**src/dma_pkg.sv**
```systemverilog
package dma_pkg;

    // ==============================
    // Bus and buffer widths
    // ==============================
    localparam int AXI_ADDR_W = 32;   // DRAM byte address
    localparam int AXI_DATA_W = 64;   // One AXI beat
    localparam int MEM_DATA_W = 32;   // One buffer word
    localparam int BEAT_BYTES = AXI_DATA_W / 8;
    localparam int BURST_MAX  = 16;   // Beats per INCR burst, upper bound

    // AR channel encodings
    localparam logic [2:0] AXI_SIZE_8B    = 3'd3;  // 2**3 bytes per beat
    localparam logic [1:0] AXI_BURST_INCR = 2'd1;

    typedef logic [AXI_ADDR_W-1:0] addr_t;       // DRAM byte address
    typedef logic [31:0]           len_t;        // Length in bytes
    typedef logic [31:0]           word_addr_t;  // Buffer word offset

    // On-chip destination buffers
    typedef enum logic [1:0] {
        BUF_ACT_A  = 2'd0,
        BUF_ACT_B  = 2'd1,
        BUF_WEIGHT = 2'd2,
        BUF_OUTPUT = 2'd3
    } buffer_id_t;

    // One beat seen as a bus word or as two buffer words
    typedef union packed {
        logic [AXI_DATA_W-1:0]            raw;
        logic [1:0][MEM_DATA_W-1:0]       word;  // Index 0 is the low word
    } axi_beat_u;

endpackage

```
**src/dma_ctrl_if.sv**
```systemverilog
`timescale 1ns/1ps

interface dma_ctrl_if;
    import dma_pkg::*;

    // Sequencer to register block
    logic       load;         // Latch a new command
    logic       burst_done;   // Last beat of a burst accepted

    // Register block to sequencer and AR channel
    addr_t      cur_addr;     // Address of the next burst
    logic [7:0] cur_arlen;    // Beats of the next burst minus one
    logic       more_bursts;  // Bytes left after this burst

    modport fsm (
        output load,
        output burst_done,
        input  more_bursts
    );

    modport regs (
        input  load,
        input  burst_done,
        output cur_addr,
        output cur_arlen,
        output more_bursts
    );

endinterface

```
**src/dma_xfer_regs.sv**
```systemverilog
`timescale 1ns/1ps

module dma_xfer_regs (
    input  logic                clk,
    input  logic                rst_n,
    dma_ctrl_if.regs            ctrl,
    input  dma_pkg::addr_t      src_addr,
    input  dma_pkg::len_t       length,
    input  dma_pkg::buffer_id_t target_buf,
    output dma_pkg::buffer_id_t mem_target
);
    import dma_pkg::*;

    len_t       remaining_q;  // Bytes not yet requested, current burst included
    logic [7:0] arlen_q;
    addr_t      addr_q;
    buffer_id_t target_q;
    len_t       burst_bytes;  // Size of the burst now on the bus
    len_t       rem_next;     // Remainder once this burst completes

    // Beat count minus one for the next burst, from the bytes left
    function automatic logic [7:0] calc_arlen(input len_t bytes);
        len_t beats;
        beats = bytes / len_t'(BEAT_BYTES);
        if (beats >= len_t'(BURST_MAX)) begin
            calc_arlen = 8'(BURST_MAX - 1);  // Full burst
        end else if (beats == '0) begin
            calc_arlen = '0;                 // Nothing left, value unused
        end else begin
            calc_arlen = 8'(beats - len_t'(1));
        end
    endfunction

    // ==============================
    // Burst bookkeeping
    // ==============================
    assign burst_bytes = (len_t'(arlen_q) + len_t'(1)) * len_t'(BEAT_BYTES);
    assign rem_next    = remaining_q - burst_bytes;

    // Control state
    always_ff @(posedge clk or negedge rst_n) begin
        if (!rst_n) begin
            remaining_q <= '0;
            arlen_q     <= '0;
        end else if (ctrl.load) begin
            remaining_q <= length;
            arlen_q     <= calc_arlen(length);  // First burst sized from the full length
        end else if (ctrl.burst_done) begin
            remaining_q <= rem_next;
            arlen_q     <= calc_arlen(rem_next);  // Recomputed, so a short tail burst works
        end
    end

    // Address and target are payload
    always_ff @(posedge clk) begin
        if (ctrl.load) begin
            addr_q   <= src_addr;
            target_q <= target_buf;
        end else if (ctrl.burst_done) begin
            addr_q   <= addr_q + addr_t'(burst_bytes);  // Step past the finished burst
        end
    end

    // ==============================
    // Outputs
    // ==============================
    assign ctrl.cur_addr    = addr_q;
    assign ctrl.cur_arlen   = arlen_q;
    assign ctrl.more_bursts = (remaining_q > burst_bytes);
    assign mem_target       = target_q;

    // Whole beats only, and at least one
    a_len_legal : assert property (
        @(posedge clk) disable iff (!rst_n)
        ctrl.load |-> ((length != '0) && (length[2:0] == 3'b000))
    );

endmodule

```
**src/dma_read_fsm.sv**
```systemverilog
`timescale 1ns/1ps

module dma_read_fsm (
    input  logic     clk,
    input  logic     rst_n,
    dma_ctrl_if.fsm  ctrl,
    input  logic     start,
    input  logic     arready,
    output logic     arvalid,
    input  logic     beat_last,   // Handshake on the rlast beat
    output logic     data_phase,
    output logic     busy,
    output logic     done
);

    typedef enum logic [1:0] {
        ST_IDLE,
        ST_ADDR,   // AR held on the bus
        ST_DATA,   // Beats of one burst
        ST_DONE    // One-cycle completion
    } state_t;

    state_t state_q;
    state_t state_d;
    logic   accept;  // Start taken this cycle

    // ==============================
    // Command acceptance
    // ==============================
    // Start counts only while not busy
    assign accept = start && ((state_q == ST_IDLE) || (state_q == ST_DONE));

    // ==============================
    // Next state
    // ==============================
    always_comb begin
        state_d = state_q;
        case (state_q)
            ST_IDLE: begin
                if (accept) begin
                    state_d = ST_ADDR;
                end
            end
            ST_ADDR: begin
                if (arready) begin
                    state_d = ST_DATA;  // Address taken
                end
            end
            ST_DATA: begin
                if (beat_last) begin
                    // Another burst or finish
                    state_d = ctrl.more_bursts ? ST_ADDR : ST_DONE;
                end
            end
            ST_DONE: begin
                state_d = accept ? ST_ADDR : ST_IDLE;  // Back-to-back command allowed
            end
            default: begin
                state_d = ST_IDLE;
            end
        endcase
    end

    always_ff @(posedge clk or negedge rst_n) begin
        if (!rst_n) begin
            state_q <= ST_IDLE;
        end else begin
            state_q <= state_d;
        end
    end

    // ==============================
    // Outputs
    // ==============================
    assign arvalid         = (state_q == ST_ADDR);
    assign data_phase      = (state_q == ST_DATA);
    assign busy            = (state_q == ST_ADDR) || (state_q == ST_DATA);
    assign done            = (state_q == ST_DONE);
    assign ctrl.load       = accept;
    assign ctrl.burst_done = data_phase && beat_last;  // Registers advance next cycle

    // AR request is held until the slave takes it
    a_arvalid_hold : assert property (
        @(posedge clk) disable iff (!rst_n)
        (arvalid && !arready) |=> arvalid
    );

endmodule

```
**src/beat_unpacker.sv**
```systemverilog
`timescale 1ns/1ps

module beat_unpacker (
    input  logic                             clk,
    input  logic                             rst_n,
    input  logic                             data_phase,
    input  logic                             start_burst_seq,  // New command, offset back to 0
    input  logic [dma_pkg::AXI_DATA_W-1:0]   rdata,
    input  logic                             rvalid,
    input  logic                             rlast,
    output logic                             rready,
    output logic                             beat_last,
    output dma_pkg::word_addr_t              mem_waddr,
    output logic [dma_pkg::MEM_DATA_W-1:0]   mem_wdata,
    output logic                             mem_wen
);
    import dma_pkg::*;

    axi_beat_u  beat;
    logic       half_q;    // 0 low word pending, 1 high word pending
    word_addr_t offset_q;  // Running buffer word offset

    assign beat.raw = rdata;

    // ==============================
    // Word write path
    // ==============================
    // One word per cycle while the slave holds a beat
    assign mem_wen   = data_phase && rvalid;
    assign mem_wdata = beat.word[half_q];  // Low word first
    assign mem_waddr = offset_q;

    // Beat released with the high word
    assign rready    = data_phase && rvalid && half_q;
    assign beat_last = rready && rlast;  // rready already implies rvalid

    always_ff @(posedge clk or negedge rst_n) begin
        if (!rst_n) begin
            half_q   <= 1'b0;
            offset_q <= '0;
        end else if (start_burst_seq) begin
            half_q   <= 1'b0;
            offset_q <= '0;
        end else if (mem_wen) begin
            half_q   <= ~half_q;
            offset_q <= offset_q + word_addr_t'(1);  // Consecutive word offsets
        end
    end

    // A beat is released only in the cycle after its low word went out
    a_rready_after_low : assert property (
        @(posedge clk) disable iff (!rst_n)
        rready |-> (rvalid && $past(mem_wen))
    );

endmodule

```
**src/dma_read_top.sv**
```systemverilog
`timescale 1ns/1ps

module dma_read_top (
    input  logic                             clk,
    input  logic                             rst_n,

    // ==============================
    // Command and status
    // ==============================
    input  logic                             start,
    input  dma_pkg::addr_t                   src_addr,
    input  dma_pkg::len_t                    length,      // Bytes, multiple of 8
    input  dma_pkg::buffer_id_t              target_buf,
    output logic                             busy,
    output logic                             done,

    // ==============================
    // AXI4 read master
    // ==============================
    output dma_pkg::addr_t                   araddr,
    output logic [7:0]                       arlen,
    output logic [2:0]                       arsize,
    output logic [1:0]                       arburst,
    output logic                             arvalid,
    input  logic                             arready,
    input  logic [dma_pkg::AXI_DATA_W-1:0]   rdata,
    input  logic                             rlast,
    input  logic                             rvalid,
    output logic                             rready,

    // ==============================
    // Buffer write port
    // ==============================
    output dma_pkg::word_addr_t              mem_waddr,
    output logic [dma_pkg::MEM_DATA_W-1:0]   mem_wdata,
    output logic                             mem_wen,     // No back-pressure
    output dma_pkg::buffer_id_t              mem_target
);
    import dma_pkg::*;

    logic beat_last;   // rlast beat accepted
    logic data_phase;  // Sequencer waiting on R beats

    dma_ctrl_if ctrl_if ();

    // Command latch and burst sizing
    dma_xfer_regs dma_xfer_regs_i (
        .clk        (clk),
        .rst_n      (rst_n),
        .ctrl       (ctrl_if.regs),
        .src_addr   (src_addr),
        .length     (length),
        .target_buf (target_buf),
        .mem_target (mem_target)
    );

    // AR issue and status
    dma_read_fsm dma_read_fsm_i (
        .clk        (clk),
        .rst_n      (rst_n),
        .ctrl       (ctrl_if.fsm),
        .start      (start),
        .arready    (arready),
        .arvalid    (arvalid),
        .beat_last  (beat_last),
        .data_phase (data_phase),
        .busy       (busy),
        .done       (done)
    );

    // 64-bit beats to 32-bit words
    beat_unpacker beat_unpacker_i (
        .clk             (clk),
        .rst_n           (rst_n),
        .data_phase      (data_phase),
        .start_burst_seq (ctrl_if.load),
        .rdata           (rdata),
        .rvalid          (rvalid),
        .rlast           (rlast),
        .rready          (rready),
        .beat_last       (beat_last),
        .mem_waddr       (mem_waddr),
        .mem_wdata       (mem_wdata),
        .mem_wen         (mem_wen)
    );

    // AR fields straight from the register block
    assign araddr  = ctrl_if.cur_addr;
    assign arlen   = ctrl_if.cur_arlen;
    assign arsize  = AXI_SIZE_8B;     // Full 8-byte beats
    assign arburst = AXI_BURST_INCR;

    // Registers must not move under a pending AR
    a_ar_stable : assert property (
        @(posedge clk) disable iff (!rst_n)
        (arvalid && !arready) |=> ($stable(araddr) && $stable(arlen))
    );

endmodule

```
**config.mk**
```make
export PLATFORM = sky130hd
export DESIGN_NAME = dma_read_top
export DESIGN_NICKNAME = d
export VERILOG_FILES = /design/src/dma_pkg.sv /design/src/dma_ctrl_if.sv /design/src/dma_xfer_regs.sv /design/src/dma_read_fsm.sv /design/src/beat_unpacker.sv /design/src/dma_read_top.sv
export SDC_FILE = /design/constraint.sdc
export NUM_CORES = 1
export LEC_CHECK = 0
export BUFFER_PORTS_ARGS = -buffer_cell sky130_fd_sc_hd__buf_2
export CAP_MARGIN = 20
export CORE_ASPECT_RATIO = 1.75
export CORE_MARGIN = 8
export CORE_UTILIZATION = 25
export CTS_CLUSTER_SIZE = 25
export DETAILED_ROUTE_END_ITERATION = 6
export SYNTH_ARGS = -nofsm -noshare
export SYNTH_HDL_FRONTEND = slang
export SYNTH_HIERARCHICAL = 1
export SYNTH_SLANG_ARGS = --single-unit
```
**constraint.sdc**
```tcl
create_clock -name clk -period 5.4 [get_ports clk]
set_input_delay 0.54 -clock clk [delete_from_list [all_inputs] [get_ports clk]]
set_output_delay 0.54 -clock clk [all_outputs]
set_load 0.02 [all_outputs]
```
* Word level (Yosys, flattened, before mapping)
Cells that the tools add are included.
Storage, ports and cells: flip-flop bits (word level) 109, bits of input ports 136, output and inout bits 116
Operators by class: add/sub/neg operators 6, magnitude comparators 4, equal/unequal tests 6, mux-type cells 22, bitwise operators 1, reductions and logical operators 13
Operators with widths (count):
- 2-to-1 mux 32 bit | 8
- zero test 32 bit | 2
- >= comparator 29 x 5 -> 1 bit (second input constant) | 2
- 2-to-1 mux 8 bit | 6
- adder 32 x 1 -> 32 bit (second input constant) | 1
- adder 32 bit | 1
- greater-than comparator 32 bit | 1
- subtractor 32 x 12 -> 32 bit | 1
- subtractor 8 x 1 -> 8 bit (second input constant) | 2
- adder 8 x 1 -> 9 bit (second input constant) | 1
- 2-to-1 mux 2 bit | 4
- case mux 2 bit (4 select lines) | 1
- logical AND 1 bit | 5
- equality test 2 bit (second input constant) | 2
- != test 2 x 1 -> 1 bit (second input constant) | 2
- nonzero test 2 bit | 2
- 2-to-1 mux 1 bit | 3
- AND reduction 3 bit | 1
- equality test 2 x 1 -> 1 bit (second input constant) | 1
- zero test 2 bit | 1
- logical OR 1 bit | 2
- less-than comparator 1 x 2 -> 1 bit (second input constant) | 1
- != test 2 bit (second input constant) | 1
- NOT 1 bit | 1

* Depth between registers and ports, before layout
Gate-level depths: netlist (run 1).
depth after elaboration 7, gate-level depth with buffers 15, depth with buffers taken out 14

* Cells and area by module
The synthesis (run 1) kept the hierarchy.
Modules (own cells, without submodules):
- dma_xfer_regs | instances 1, cells each 578, area each 5124.9 sq um, sequential area each 2021.9 sq um
- beat_unpacker | instances 1, cells each 224, area each 2138.3 sq um, sequential area each 825.8 sq um
- dma_read_fsm | instances 1, cells each 22, area each 240.2 sq um, sequential area each 50.0 sq um
- dma_read_top | instances 1, cells each 7, area each 45.0 sq um, sequential area each 0.0 sq um

* Worst setup path after synthesis (run 1)
OpenSTA, ideal clock, no wires.
kind register -> register, start point reg dma_xfer_regs_i.arlen_q[1], in the netlist dma_xfer_regs_i/ctrl.cur_arlen[1], end point reg dma_xfer_regs_i.arlen_q[0], in the netlist dma_xfer_regs_i/ctrl.cur_arlen[0], data arrival time 3.292 ns, required time 5.243 ns, setup slack 1.951 ns, cell stages (with the launch flop) 16, buffers on the path 1, cell sequence dfrtp_1 > ha_1 > nand3_1 > nor2_1 > xor2_1 > inv_1 > ha_1 > buf_2 > a21oi_1 > nor2_1 > or3b_2 > nor3_2 > xor2_1 > nor4b_2 > or3_1 > o2111ai_1
On the way: word-level cells in the longest chain between the ends 7, elaborated cells between the ends (all ways) 8, classes of those cells add/sub: 2; order compare: 1; mux: 4; reduce/logical: 1
RTL lines:
- start, declared | RTL line dma_xfer_regs.sv:15 | logic [7:0] arlen_q;
- start signal, assigned | RTL line dma_xfer_regs.sv:47 | arlen_q <= calc_arlen(length);
- start signal, assigned | RTL line dma_xfer_regs.sv:50 | arlen_q <= calc_arlen(rem_next);
- adder 8 x 1 -> 9 bit (*) | RTL line dma_xfer_regs.sv:37 | assign burst_bytes = (len_t'(arlen_q) + len_t'(1)) * len_t'(BEAT_BYTES);
- subtractor 32 x 12 -> 32 bit (*) | RTL line dma_xfer_regs.sv:38 | assign rem_next = remaining_q - burst_bytes;
- branches (longest 2 deep; another with >= comparator 29 x 5 -> 1 bit)
- 2-to-1 mux 8 bit (*) | RTL line dma_xfer_regs.sv:25 | if (beats >= len_t'(BURST_MAX)) begin
- 2-to-1 mux 8 bit (*) | RTL line dma_xfer_regs.sv:48 | end else if (ctrl.burst_done) begin
- 2-to-1 mux 8 bit (*) | RTL line dma_xfer_regs.sv:45 | end else if (ctrl.load) begin
Mark *: on every way between the ends. The select of a mux whose other input is x is not followed. A chain may end at the register's enable or synchronous reset.

* Worst setup path after layout (run 1)
start point reg dma_xfer_regs_i.arlen_q[0], in the netlist dma_xfer_regs_i/ctrl.cur_arlen[0], end point reg dma_xfer_regs_i.arlen_q[2], in the netlist dma_xfer_regs_i/ctrl.cur_arlen[2]
On the way: word-level cells in the longest chain between the ends 7, elaborated cells between the ends (all ways) 9, classes of those cells add/sub: 3; order compare: 1; mux: 4; reduce/logical: 1
RTL lines (RTL line):
- adder 8 x 1 -> 9 bit (*) | dma_xfer_regs.sv:37
- subtractor 32 x 12 -> 32 bit (*) | dma_xfer_regs.sv:38
- branches (longest 2 deep; another with >= comparator 29 x 5 -> 1 bit)
- 2-to-1 mux 8 bit (*) | dma_xfer_regs.sv:25
- 2-to-1 mux 8 bit (*) | dma_xfer_regs.sv:48
- 2-to-1 mux 8 bit (*) | dma_xfer_regs.sv:45
Marks and branches as above.

==> results.sh, run 1 <==
export IMPL_status="finished, final reports clean"
export IMPL_p_leak_nw=3.98
export IMPL_die_w_um=147
export IMPL_fin_area_um2=9420
export IMPL_grt_pass1_vias=7345
export IMPL_synthDistinctLibCells=66
export IMPL_rows=84
export IMPL_routed_via_count=7071
export IMPL_hold_path_class="input pin to async pin"
export IMPL_clk_pin_slew_worst_paths_ns=0.08
export IMPL_synth_seq_area_share=0.384
export IMPL_cts_resized=0
export IMPL_htreeDepth=3
export IMPL_fin_ws_ns=1.45
export IMPL_wl_per_cell_um=16.7
export IMPL_clock_sinks=109
export IMPL_path_class="register to register"
export IMPL_cts_buffer_depth=2
export IMPL_dpl_hpwl_um=19300
export IMPL_synth_avg_cell_area_um2=9.08
export IMPL_dp_slack_ns=1.50
export IMPL_start_util=0.253
export IMPL_min_period_over_period=0.731
export IMPL_io_buffers=246
export IMPL_num_io_pins=252
export IMPL_grt_start_max_net_pins=146
export IMPL_cp_required_ns=5.63
export IMPL_cts_tree="built"
export IMPL_arrival_ns=4.18
export IMPL_setup_tns_final_ns=0
export IMPL_synth_edf_count=34
export IMPL_chipHeight_um=246
export IMPL_insertion_delay_ns=0.35
export IMPL_yosysWarnings=6
export IMPL_yosysMostFrequentCell="nand2_1"
export IMPL_drcViolationCount=0
export IMPL_totalPowerFinal_mw=4.97
export IMPL_drv_cap=0
export IMPL_dieArea_um2=36200
export IMPL_r2r_cells=14
export IMPL_viasPerCell=4.89
export IMPL_ys_ff_latch=109
export IMPL_netlist_top_cells_area="dfrtp_1 25%, edfxtp_1 14%, mux2_2 6.4%"
export IMPL_track_usage=0.131
export IMPL_antenna_found_initial=6
export IMPL_synth_top_cell_area_share=0.249
export IMPL_syn_area_um2=7550
export IMPL_drive_gt1_frac=0.319
export IMPL_fillers=3153
export IMPL_post_dp_cell_area_um2=9120
export IMPL_cts_made_buffers=9
export IMPL_finalSetupViolCount=0
export IMPL_hold_ws_ns=0.0624
export IMPL_relSlewSlack=0.292
export IMPL_max_freq_mhz=253
export IMPL_startpoint_type="register"
export IMPL_drv_slew=0
export IMPL_routed_wl_um=24200
export IMPL_critPathMaxFanout=10
export IMPL_power_density_nw_per_um2=528
export IMPL_synthArstFlopShare=0.688
export IMPL_gr_total_overflow=0
export IMPL_yosys_area_top_type="dfrtp_1"
export IMPL_final_nets=1217
export IMPL_grt_first_pass_wirelength_um=38500
export IMPL_end_kind="register"
export IMPL_skew_ns=0.0124
export IMPL_drt_iter0_drc=244
export IMPL_synth_common_cells="102 x nand2_1, 75 x dfrtp_1, 70 x o21ai_0"
export IMPL_synthToLayoutAreaGrowth_pct=24.8
export IMPL_worst_pin_slew_ns=1.06
export IMPL_cts_root_buf="clkbuf_16"
export IMPL_period_minus_slack_ns=3.95
export IMPL_ir_drop_mv=0.303
export IMPL_rsz0062_at_grt="no"
export IMPL_syn_instance_count=831
export IMPL_ant_nets=0
export IMPL_synth_flop_cell="dfrtp_1"
export IMPL_cts_setup_buffers=0
export IMPL_coreArea_um2=29800
export IMPL_ctsHoldBuffers=0
export IMPL_gp_congestion=0.880
export IMPL_firstDrtPassIters=5
export IMPL_hold_viol=0
layout by cell type, fill, tap and decap left out, types with 9 or more instances in the layout:
cell type,netlist,layout
or3_1,16,16
edfxtp_1,34,34
dfrtp_1,75,75
a21oi_1,39,39
buf_2,4,245
mux2_2,43,43
xor2_1,29,29
nand2_1,102,102
and2_1,10,10
inv_1,37,37
nor4_1,21,21
o31ai_1,13,13
nor2b_1,11,10
xnor2_1,43,43
nand4_1,11,11
nor2_1,53,53
nor3_1,20,20
or4_1,16,16
mux2i_1,9,9
nand3_1,24,24
clkbuf_16,0,9
ha_1,27,27
o21ai_0,70,70
cell type report:
class | instances | area, um^2 | share of cell area
Multi-Input combinational cell | 645 | 4330 | 0.460
Sequential cell | 109 | 2900 | 0.308
Timing Repair Buffer | 250 | 1300 | 0.138
Tap cell | 387 | 484 | 0.0514
Clock buffer | 11 | 233 | 0.0247
Inverter | 37 | 139 | 0.0147
Clock inverter | 5 | 37.5 | 0.00399
Antenna cell | 1 | 2.50 | 0.000266
path summary, 6_finish.rpt:
kind,from,end,slack (ns)
setup / recovery,dma_xfer_regs_i/ctrl.cur_arlen[0],dma_xfer_regs_i/ctrl.cur_arlen[2],1.45
hold / removal,rst_n,beat_unpacker_i/mem_waddr[19],0.06
setup reg to reg,dma_xfer_regs_i/ctrl.cur_arlen[0],dma_xfer_regs_i/ctrl.cur_arlen[2],1.45
hold reg to reg,dma_xfer_regs_i/remaining_q[1],dma_xfer_regs_i/remaining_q[1],0.52
max in group asynchronous,rst_n,dma_xfer_regs_i/remaining_q[3],4.76
min in group clk,target_buf[1],dma_xfer_regs_i/mem_target[1],0.36
metrics by stage:
step                      utilization  instances
after floorplan                     -        834
after global placement          0.306       1427
after detailed placement        0.306       1427
after CTS                       0.315       1443
after global routing            0.315       1444
final                           0.316       1445
routing by layer:
layer / vias to the layer above / share of wire / track usage / wire length, um
met5: - / 0.0029 / 0 / 69
met4: 10 / 0.020 / 0.0386 / 488
met3: 45 / 0.077 / 0.0424 / 1870
met2: 269 / 0.52 / 0.243 / 12600
met1: 3328 / 0.38 / 0.136 / 9210
li1: 3419 / - / - / -
critical path: stages, from the launching register on:
cell and delay [ns]:
dfrtp_1 0.42, ha_1 0.20, nand3_1 0.12, nor2_1 0.19, xor2_1 0.23, inv_1 0.11, ha_1 0.42, a21oi_1 0.34
nor2_1 0.16, or3b_2 0.51, nor3_2 0.14, xor2_1 0.11, nor4b_2 0.49, a41oi_1 0.20, a2bb2oi_1 0.20
cell families (layout without fill, tap and decap cells):
family | Yosys count | after routing | share of synthesized area
DFF | 109 | 109 | 0.384
xor gates and xnor gates | 72 | 72 | 0.0835
buffers and inverters | 80 | 303 | 0.0451
other | 2 | 6 | 0.000995
and+or+nand+nor | 329 | 329 | 0.234
adders and majority gates | 29 | 29 | 0.0501
AOI/OAI and AO/OA | 158 | 158 | 0.126
muxes | 52 | 52 | 0.0761
flip-flops by register name, summed over array words and instances, names as in the netlist:
signal                          cells
dma_xfer_regs_i/remaining_q        32
dma_read_fsm_i/state_q              2
dma_xfer_regs_i/ctrl.cur_arlen      8
beat_unpacker_i/half_q              1
dma_xfer_regs_i/mem_target          2
beat_unpacker_i/mem_waddr          32
dma_xfer_regs_i/ctrl.cur_addr      32
report_power, final:
group | switching (mW) | internal, mW | total (mW)
registers | 0.286 | 1.22 | 1.51
logic | 1.76 | 1.08 | 2.84
clock network | 0.316 | 0.315 | 0.631
total | 2.36 | 2.62 | 4.97
No activity file was read; power rests on OpenSTA's default activity.
==> inputs of run 2 (changes only) <==
- ABC_AREA: unset -> 1
- clock period: 5.4 -> 3.7 ns (I/O delays scaled with it)
==> run 2 against run 1 <==
Hold slack gained 0.014 ns. Flip-flop and latch count stayed put. Setup slack lost 1.2 ns. Clock-buffer cell count down 1. Non-clock buffer count up 8. Design area increased by 13%. Via count increased by 32%. Synthesized cell count increased by 56%. Register-to-register slack got worse by 1.2 ns. Critical path type unchanged. Largest cell class unchanged.
==> results.sh, run 2 <==
export IMPL_synth_seq_area_share=0.341
export IMPL_max_freq_mhz=294
export IMPL_routed_via_count=9322
export IMPL_worst_pin_slew_ns=1.03
export IMPL_synth_flop_cell="dfrtp_1"
export IMPL_start_util=0.253
export IMPL_setup_tns_final_ns=0
export IMPL_synth_top_family_by_area="simple AND/OR/NAND/NOR gates"
export IMPL_drt_iter0_drc=505
export IMPL_synthToLayoutAreaGrowth_pct=24.9
export IMPL_chipHeight_um=260
export IMPL_dp_cells=1976
export IMPL_register_area_um2=2900
export IMPL_drv_cap=0
export IMPL_netlist_top_cells_area="dfrtp_1 22%, nand2_1 21%, edfxtp_1 12%"
export IMPL_wl_per_cell_um=16.9
export IMPL_finalSetupViolCount=0
export IMPL_synthMuxAreaShare=0
export IMPL_synth_fa_ha_area_frac=0.0445
export IMPL_grt_pass1_vias=9421
export IMPL_cpMaxStageDelayCell="ha_1"
export IMPL_final_common_cell="nand2_1"
export IMPL_synthArstFlopShare=0.688
export IMPL_dieArea_um2=40400
export IMPL_end_kind="register"
export IMPL_status="finished, final reports clean"
export IMPL_skew_ns=0.0117
export IMPL_cts_buffer_depth=2
export IMPL_startpoint_type="register"
export IMPL_grt_first_pass_wirelength_um=51100
export IMPL_hold_path_class="input pin to async pin"
export IMPL_rows=89
export IMPL_insertion_delay_ns=0.38
export IMPL_fillers=3771
export IMPL_yosys_area_top_type="dfrtp_1"
export IMPL_period_minus_slack_ns=3.40
export IMPL_viasPerCell=4.67
export IMPL_cp_required_ns=3.97
export IMPL_synth_xor_area_share=0.0289
export IMPL_rsz0062_at_grt="yes"
export IMPL_hold_ws_ns=0.0760
export IMPL_coreArea_um2=33600
export IMPL_arrival_ns=3.67
export IMPL_hold_viol=0
export IMPL_drv_slew=0
export IMPL_mostFrequentLayoutCells="471 x nand2_1, 245 x buf_2, 156 x nor2_1, 144 x inv_1, 74 x dfrtp_1"
export IMPL_ant_nets=0
export IMPL_crit_buf_inv=0
export IMPL_dp_slack_ns=0.291
export IMPL_io_buffers=246
export IMPL_dpl_hpwl_um=27300
export IMPL_clock_sinks=109
export IMPL_synth_top_cell_area_share=0.221
export IMPL_totalPowerFinal_mw=9.23
export IMPL_fin_area_um2=10600
export IMPL_ir_drop_mv=0.318
export IMPL_cts_tree="built"
export IMPL_synthSimpleGateAreaFrac=0.408
export IMPL_cp_common_cell="nand2_1"
export IMPL_htreeDepth=3
export IMPL_relSlewSlack=0.311
export IMPL_die_w_um=155
export IMPL_critPathMaxFanout=5
export IMPL_p_leak_nw=5.43
export IMPL_antenna_found_initial=5
export IMPL_synth_avg_cell_area_um2=6.56
export IMPL_finalNonFillerCells=1995
export IMPL_multi_input_area_um2=4940
export IMPL_yosysWarnings=6
export IMPL_routed_wl_um=33700
export IMPL_final_core_util=0.316
export IMPL_fin_ws_ns=0.296
export IMPL_critical_path_max_stage_delay_ns=0.45
export IMPL_path_class="register to register"
export IMPL_gr_total_overflow=0
export IMPL_track_usage=0.164
export IMPL_grt_start_max_net_pins=60
export IMPL_gp_congestion=0.969
export IMPL_syn_area_um2=8500
export IMPL_syn_instance_count=1295
export IMPL_clk_pin_slew_worst_paths_ns=0.08
export IMPL_power_density_nw_per_um2=870
export IMPL_final_nets=1699
export IMPL_synth_edf_count=34
export IMPL_post_dp_cell_area_um2=10200
export IMPL_ys_ff_latch=109
export IMPL_synthDistinctLibCells=44
export IMPL_drive_gt1_frac=0.230
export IMPL_drcViolationCount=0
export IMPL_cts_root_buf="clkbuf_16"
export IMPL_crit_family="simple AND/OR/NAND/NOR gates"
export IMPL_num_io_pins=252
export IMPL_cts_made_buffers=9
export IMPL_ctsHoldBuffers=0
export IMPL_worstPathCellList="nand3_1 -> nand3b_1 -> xor2_2 -> ha_1 -> nand2_1 -> nor2_1 -> nand2_1 -> nand3_2 -> nand2_2 -> nand2_1 -> nor2_1 -> nand2_1 -> nand2_1 -> nor2_1 -> nand3b_1 -> nor2_1 -> nand2_1 -> nor2_2 -> nand2_1 -> nand2_1 -> nand2_1"
export IMPL_yosysMostFrequentCell="nand2_1"
export IMPL_synth_common_cells="472 x nand2_1, 160 x nor2_1, 144 x inv_1"
export IMPL_synth_compound_area_share=0.0905
export IMPL_min_period_over_period=0.920
export IMPL_firstDrtPassIters=5
==> run 2: kinds of logic after synthesis <==
logic type / count (synthesis)
AO/OA/AOI/OAI: 130
buffers and inverters: 185
adder cells (fa/ha/maj): 29
flip-flops: 109
AND/OR/NAND/NOR: 812
other: 2
XOR/XNOR: 28
==> run 2: area by class of cell <==
class                      instances  share of cell area
antenna                            1            0.000236
clock buffer                      10              0.0216
clock inverter                     6             0.00672
inverter                         152              0.0538
multi-input combinational       1004               0.466
sequential                       109               0.273
tap                              455              0.0537
timing repair buffer             258               0.125
==> run 2: worst register-to-register path, delay by kind of cell, from the launching register on <==
kind | cells | cell delay (ns)
flip-flops | 1 | 0.41
AND/OR/NAND/NOR | 19 | 2.23
adder cells (fa/ha/maj) | 1 | 0.45
XOR/XNOR | 1 | 0.23
==> run 2: worst paths after layout <==
kind                                                   start                           endpoint  slack [ns]  depth (start not counted)
hold reg to reg               dma_xfer_regs_i/remaining_q[1]     dma_xfer_regs_i/remaining_q[1]        0.48                          2
setup / recovery           dma_xfer_regs_i/ctrl.cur_arlen[0]  dma_xfer_regs_i/ctrl.cur_arlen[1]        0.30                         21
min in group clk                               target_buf[1]      dma_xfer_regs_i/mem_target[1]        0.16                          1
hold / removal                                         rst_n    dma_xfer_regs_i/remaining_q[22]        0.08                          1
setup reg to reg           dma_xfer_regs_i/ctrl.cur_arlen[0]  dma_xfer_regs_i/ctrl.cur_arlen[1]        0.30                         21
max in group asynchronous                              rst_n       beat_unpacker_i/mem_waddr[9]        2.77                          2
==> run 2: routing by layer <==
| layer | global-route usage | vias to the layer above | wire (um) |
|---|---|---|---|
| li1 | - | 4582 | - |
| met4 | 0.0950 | 10 | 1620 |
| met2 | 0.308 | 288 | 18200 |
| met5 | 0 | - | 68 |
| met3 | 0.0381 | 91 | 1840 |
| met1 | 0.162 | 4351 | 12000 |
==> run 2: report_power, final <==
part | leakage (nW) | internal (mW) | switching (mW)
Clock | 0.147 | 0.535 | 0.511
Combinational | 3.99 | 1.92 | 4.08
Sequential | 1.30 | 1.79 | 0.400
==> run 2: timing repair <==
item / CTS / global route
gates resized for setup: 0 / 12
buffers inserted: 0 / 2
endpoints found under the setup margin: 0 / 12
==> inputs of run 3 (changes only) <==
- ABC_AREA: 1 -> 0
==> run 3 against run 2 <==
Setup slack got worse by 0.072 ns. Clock skew hardly changed. Routed wire length shrank 26%. Via count decreased by 24%. Global-route usage is 3.1 points lower. Clock-buffer cell count fell by 1. Clock power hardly changed. Combinational power shrank 29%. Largest cell class unchanged. Highest routed layer unchanged.
==> results.sh, run 3 (synthesized netlist as in run 1, its figures left out) <==
export IMPL_status="finished, final reports clean"
export IMPL_gr_total_overflow=0
export IMPL_arrival_ns=3.74
export IMPL_drive_gt1_frac=0.336
export IMPL_relSlewSlack=0.516
export IMPL_rows=84
export IMPL_p_leak_nw=4.09
export IMPL_chipHeight_um=246
export IMPL_dieArea_um2=36200
export IMPL_mostFrequentLayoutCells="245 x buf_2, 102 x nand2_1, 75 x dfrtp_1, 70 x o21ai_0, 52 x nor2_1"
export IMPL_finalNonFillerCells=1460
export IMPL_startpoint_type="register"
export IMPL_min_period_over_period=0.940
export IMPL_coreArea_um2=29800
export IMPL_final_common_cell="buf_2"
export IMPL_htreeDepth=3
export IMPL_start_util=0.253
export IMPL_viasPerCell=4.85
export IMPL_drt_iter0_drc=208
export IMPL_grt_pass1_vias=7479
export IMPL_grt_first_pass_wirelength_um=39100
export IMPL_skew_ns=0.0115
export IMPL_routed_via_count=7085
export IMPL_cts_made_buffers=9
export IMPL_wl_per_cell_um=17.0
export IMPL_hold_viol=0
export IMPL_power_density_nw_per_um2=777
export IMPL_clock_sinks=109
export IMPL_drv_slew=0
export IMPL_max_freq_mhz=288
export IMPL_num_io_pins=252
export IMPL_worstPathCellList="ha_1 -> nand3_1 -> nor2_2 -> xor2_1 -> inv_1 -> ha_1 -> a21oi_2 -> nor2_1 -> or3b_2 -> nor3_2 -> xor2_1 -> nor4b_2 -> buf_4 -> or3_1 -> o2111ai_1"
export IMPL_final_core_util=0.322
export IMPL_die_w_um=147
export IMPL_final_nets=1233
export IMPL_cpMaxStageDelayCell="or3b_2"
export IMPL_track_usage=0.133
export IMPL_grt_start_max_net_pins=129
export IMPL_cts_tree="built"
export IMPL_period_minus_slack_ns=3.48
export IMPL_dpl_hpwl_um=20000
export IMPL_antenna_found_initial=6
export IMPL_firstDrtPassIters=5
export IMPL_drcViolationCount=0
export IMPL_insertion_delay_ns=0.36
export IMPL_finalSetupViolCount=0
export IMPL_hold_path_class="input pin to register"
export IMPL_drv_cap=0
export IMPL_worst_pin_slew_ns=0.720
export IMPL_ir_drop_mv=0.383
export IMPL_critical_path_max_stage_delay_ns=0.49
export IMPL_path_class="register to register"
export IMPL_antennaDiodeCount=0
export IMPL_cts_buffer_depth=2
export IMPL_routed_wl_um=24900
export IMPL_io_buffers=246
export IMPL_critPathMaxFanout=5
export IMPL_ant_nets=0
export IMPL_cts_root_buf="clkbuf_16"
export IMPL_end_kind="register"
export IMPL_clk_pin_slew_worst_paths_ns=0.07
export IMPL_gp_congestion=0.878
export IMPL_dp_cells=1439
export IMPL_synthToLayoutAreaGrowth_pct=27.2
export IMPL_totalPowerFinal_mw=7.46
export IMPL_cp_required_ns=3.96
-- run 3: final cells by class --
| type | count | area, um^2 |
|---|---|---|
| Clock buffer | 9 | 225 |
| Clock inverter | 7 | 78.8 |
| Fill cell | 3196 | 20300 |
| Inverter | 37 | 139 |
| Multi-Input combinational cell | 645 | 4350 |
| Sequential cell | 109 | 2900 |
| Tap cell | 387 | 484 |
| Timing Repair Buffer | 266 | 1420 |
-- run 3: worst max-delay path, delay by kind of cell, from the launching register on --
kind | cells | cell delay, ns
compound gates | 2 | 0.32
xor+xnor | 2 | 0.43
flops | 1 | 0.42
buf+inv | 2 | 0.23
simple gates | 7 | 1.46
fa+ha+maj | 2 | 0.53
-- run 3: worst paths after layout --
path / slack, ns / endpoint / from / depth (start not counted)
setup / recovery: 0.22 / dma_xfer_regs_i/ctrl.cur_arlen[0] / dma_xfer_regs_i/ctrl.cur_arlen[1] / 15
hold / removal: 0.19 / dma_xfer_regs_i/mem_target[0] / target_buf[0] / 1
setup reg to reg: 0.22 / dma_xfer_regs_i/ctrl.cur_arlen[0] / dma_xfer_regs_i/ctrl.cur_arlen[1] / 15
hold reg to reg: 0.51 / dma_xfer_regs_i/remaining_q[1] / dma_xfer_regs_i/remaining_q[1] / 1
max in group asynchronous: 2.67 / dma_xfer_regs_i/remaining_q[3] / rst_n / 3
min in group asynchronous: 0.45 / beat_unpacker_i/mem_waddr[12] / rst_n / 2
-- run 3: power by group --
| part | switching, mW | leakage (nW) | internal (mW) | total [mW] |
|---|---|---|---|---|
| combinational | 2.58 | 2.65 | 1.65 | 4.23 |
| clock | 0.484 | 0.151 | 0.536 | 1.02 |
| sequential | 0.426 | 1.29 | 1.78 | 2.21 |
| total | 3.49 | 4.09 | 3.97 | 7.46 |
-- run 3: repair_timing --
item,in CTS,in global routing
hold buffers,0,1
buffers inserted,0,3
endpoints found under the hold margin,0,21
endpoints found under the setup margin,0,11
gates resized for setup,0,6
-- run 3: per-layer routing --
layer | global-route usage | vias up | part of all wire
met2 | 0.253 | 256 | 0.53
met1 | 0.134 | 3337 | 0.37
li1 | - | 3431 | -
met4 | 0.0419 | 12 | 0.025
met5 | 0 | - | 0.0034
met3 | 0.0415 | 49 | 0.068
-- run 3: through the flow --
stage | TNS, ns | hold slack, ns | instance area [um^2] | setup slack, ns
CTS | 0 | 0.177 | 9510 | 0.0927
detailed placement | 0 | 0.498 | 9210 | 0.113
finish | 0 | 0.192 | 9600 | 0.224
global placement | 0 | 0.494 | 9210 | 0.212
global route | -0.0247 | 0.174 | 9600 | -0.0183
floorplan | 0 | 0.0744 | 7560 | 0.251
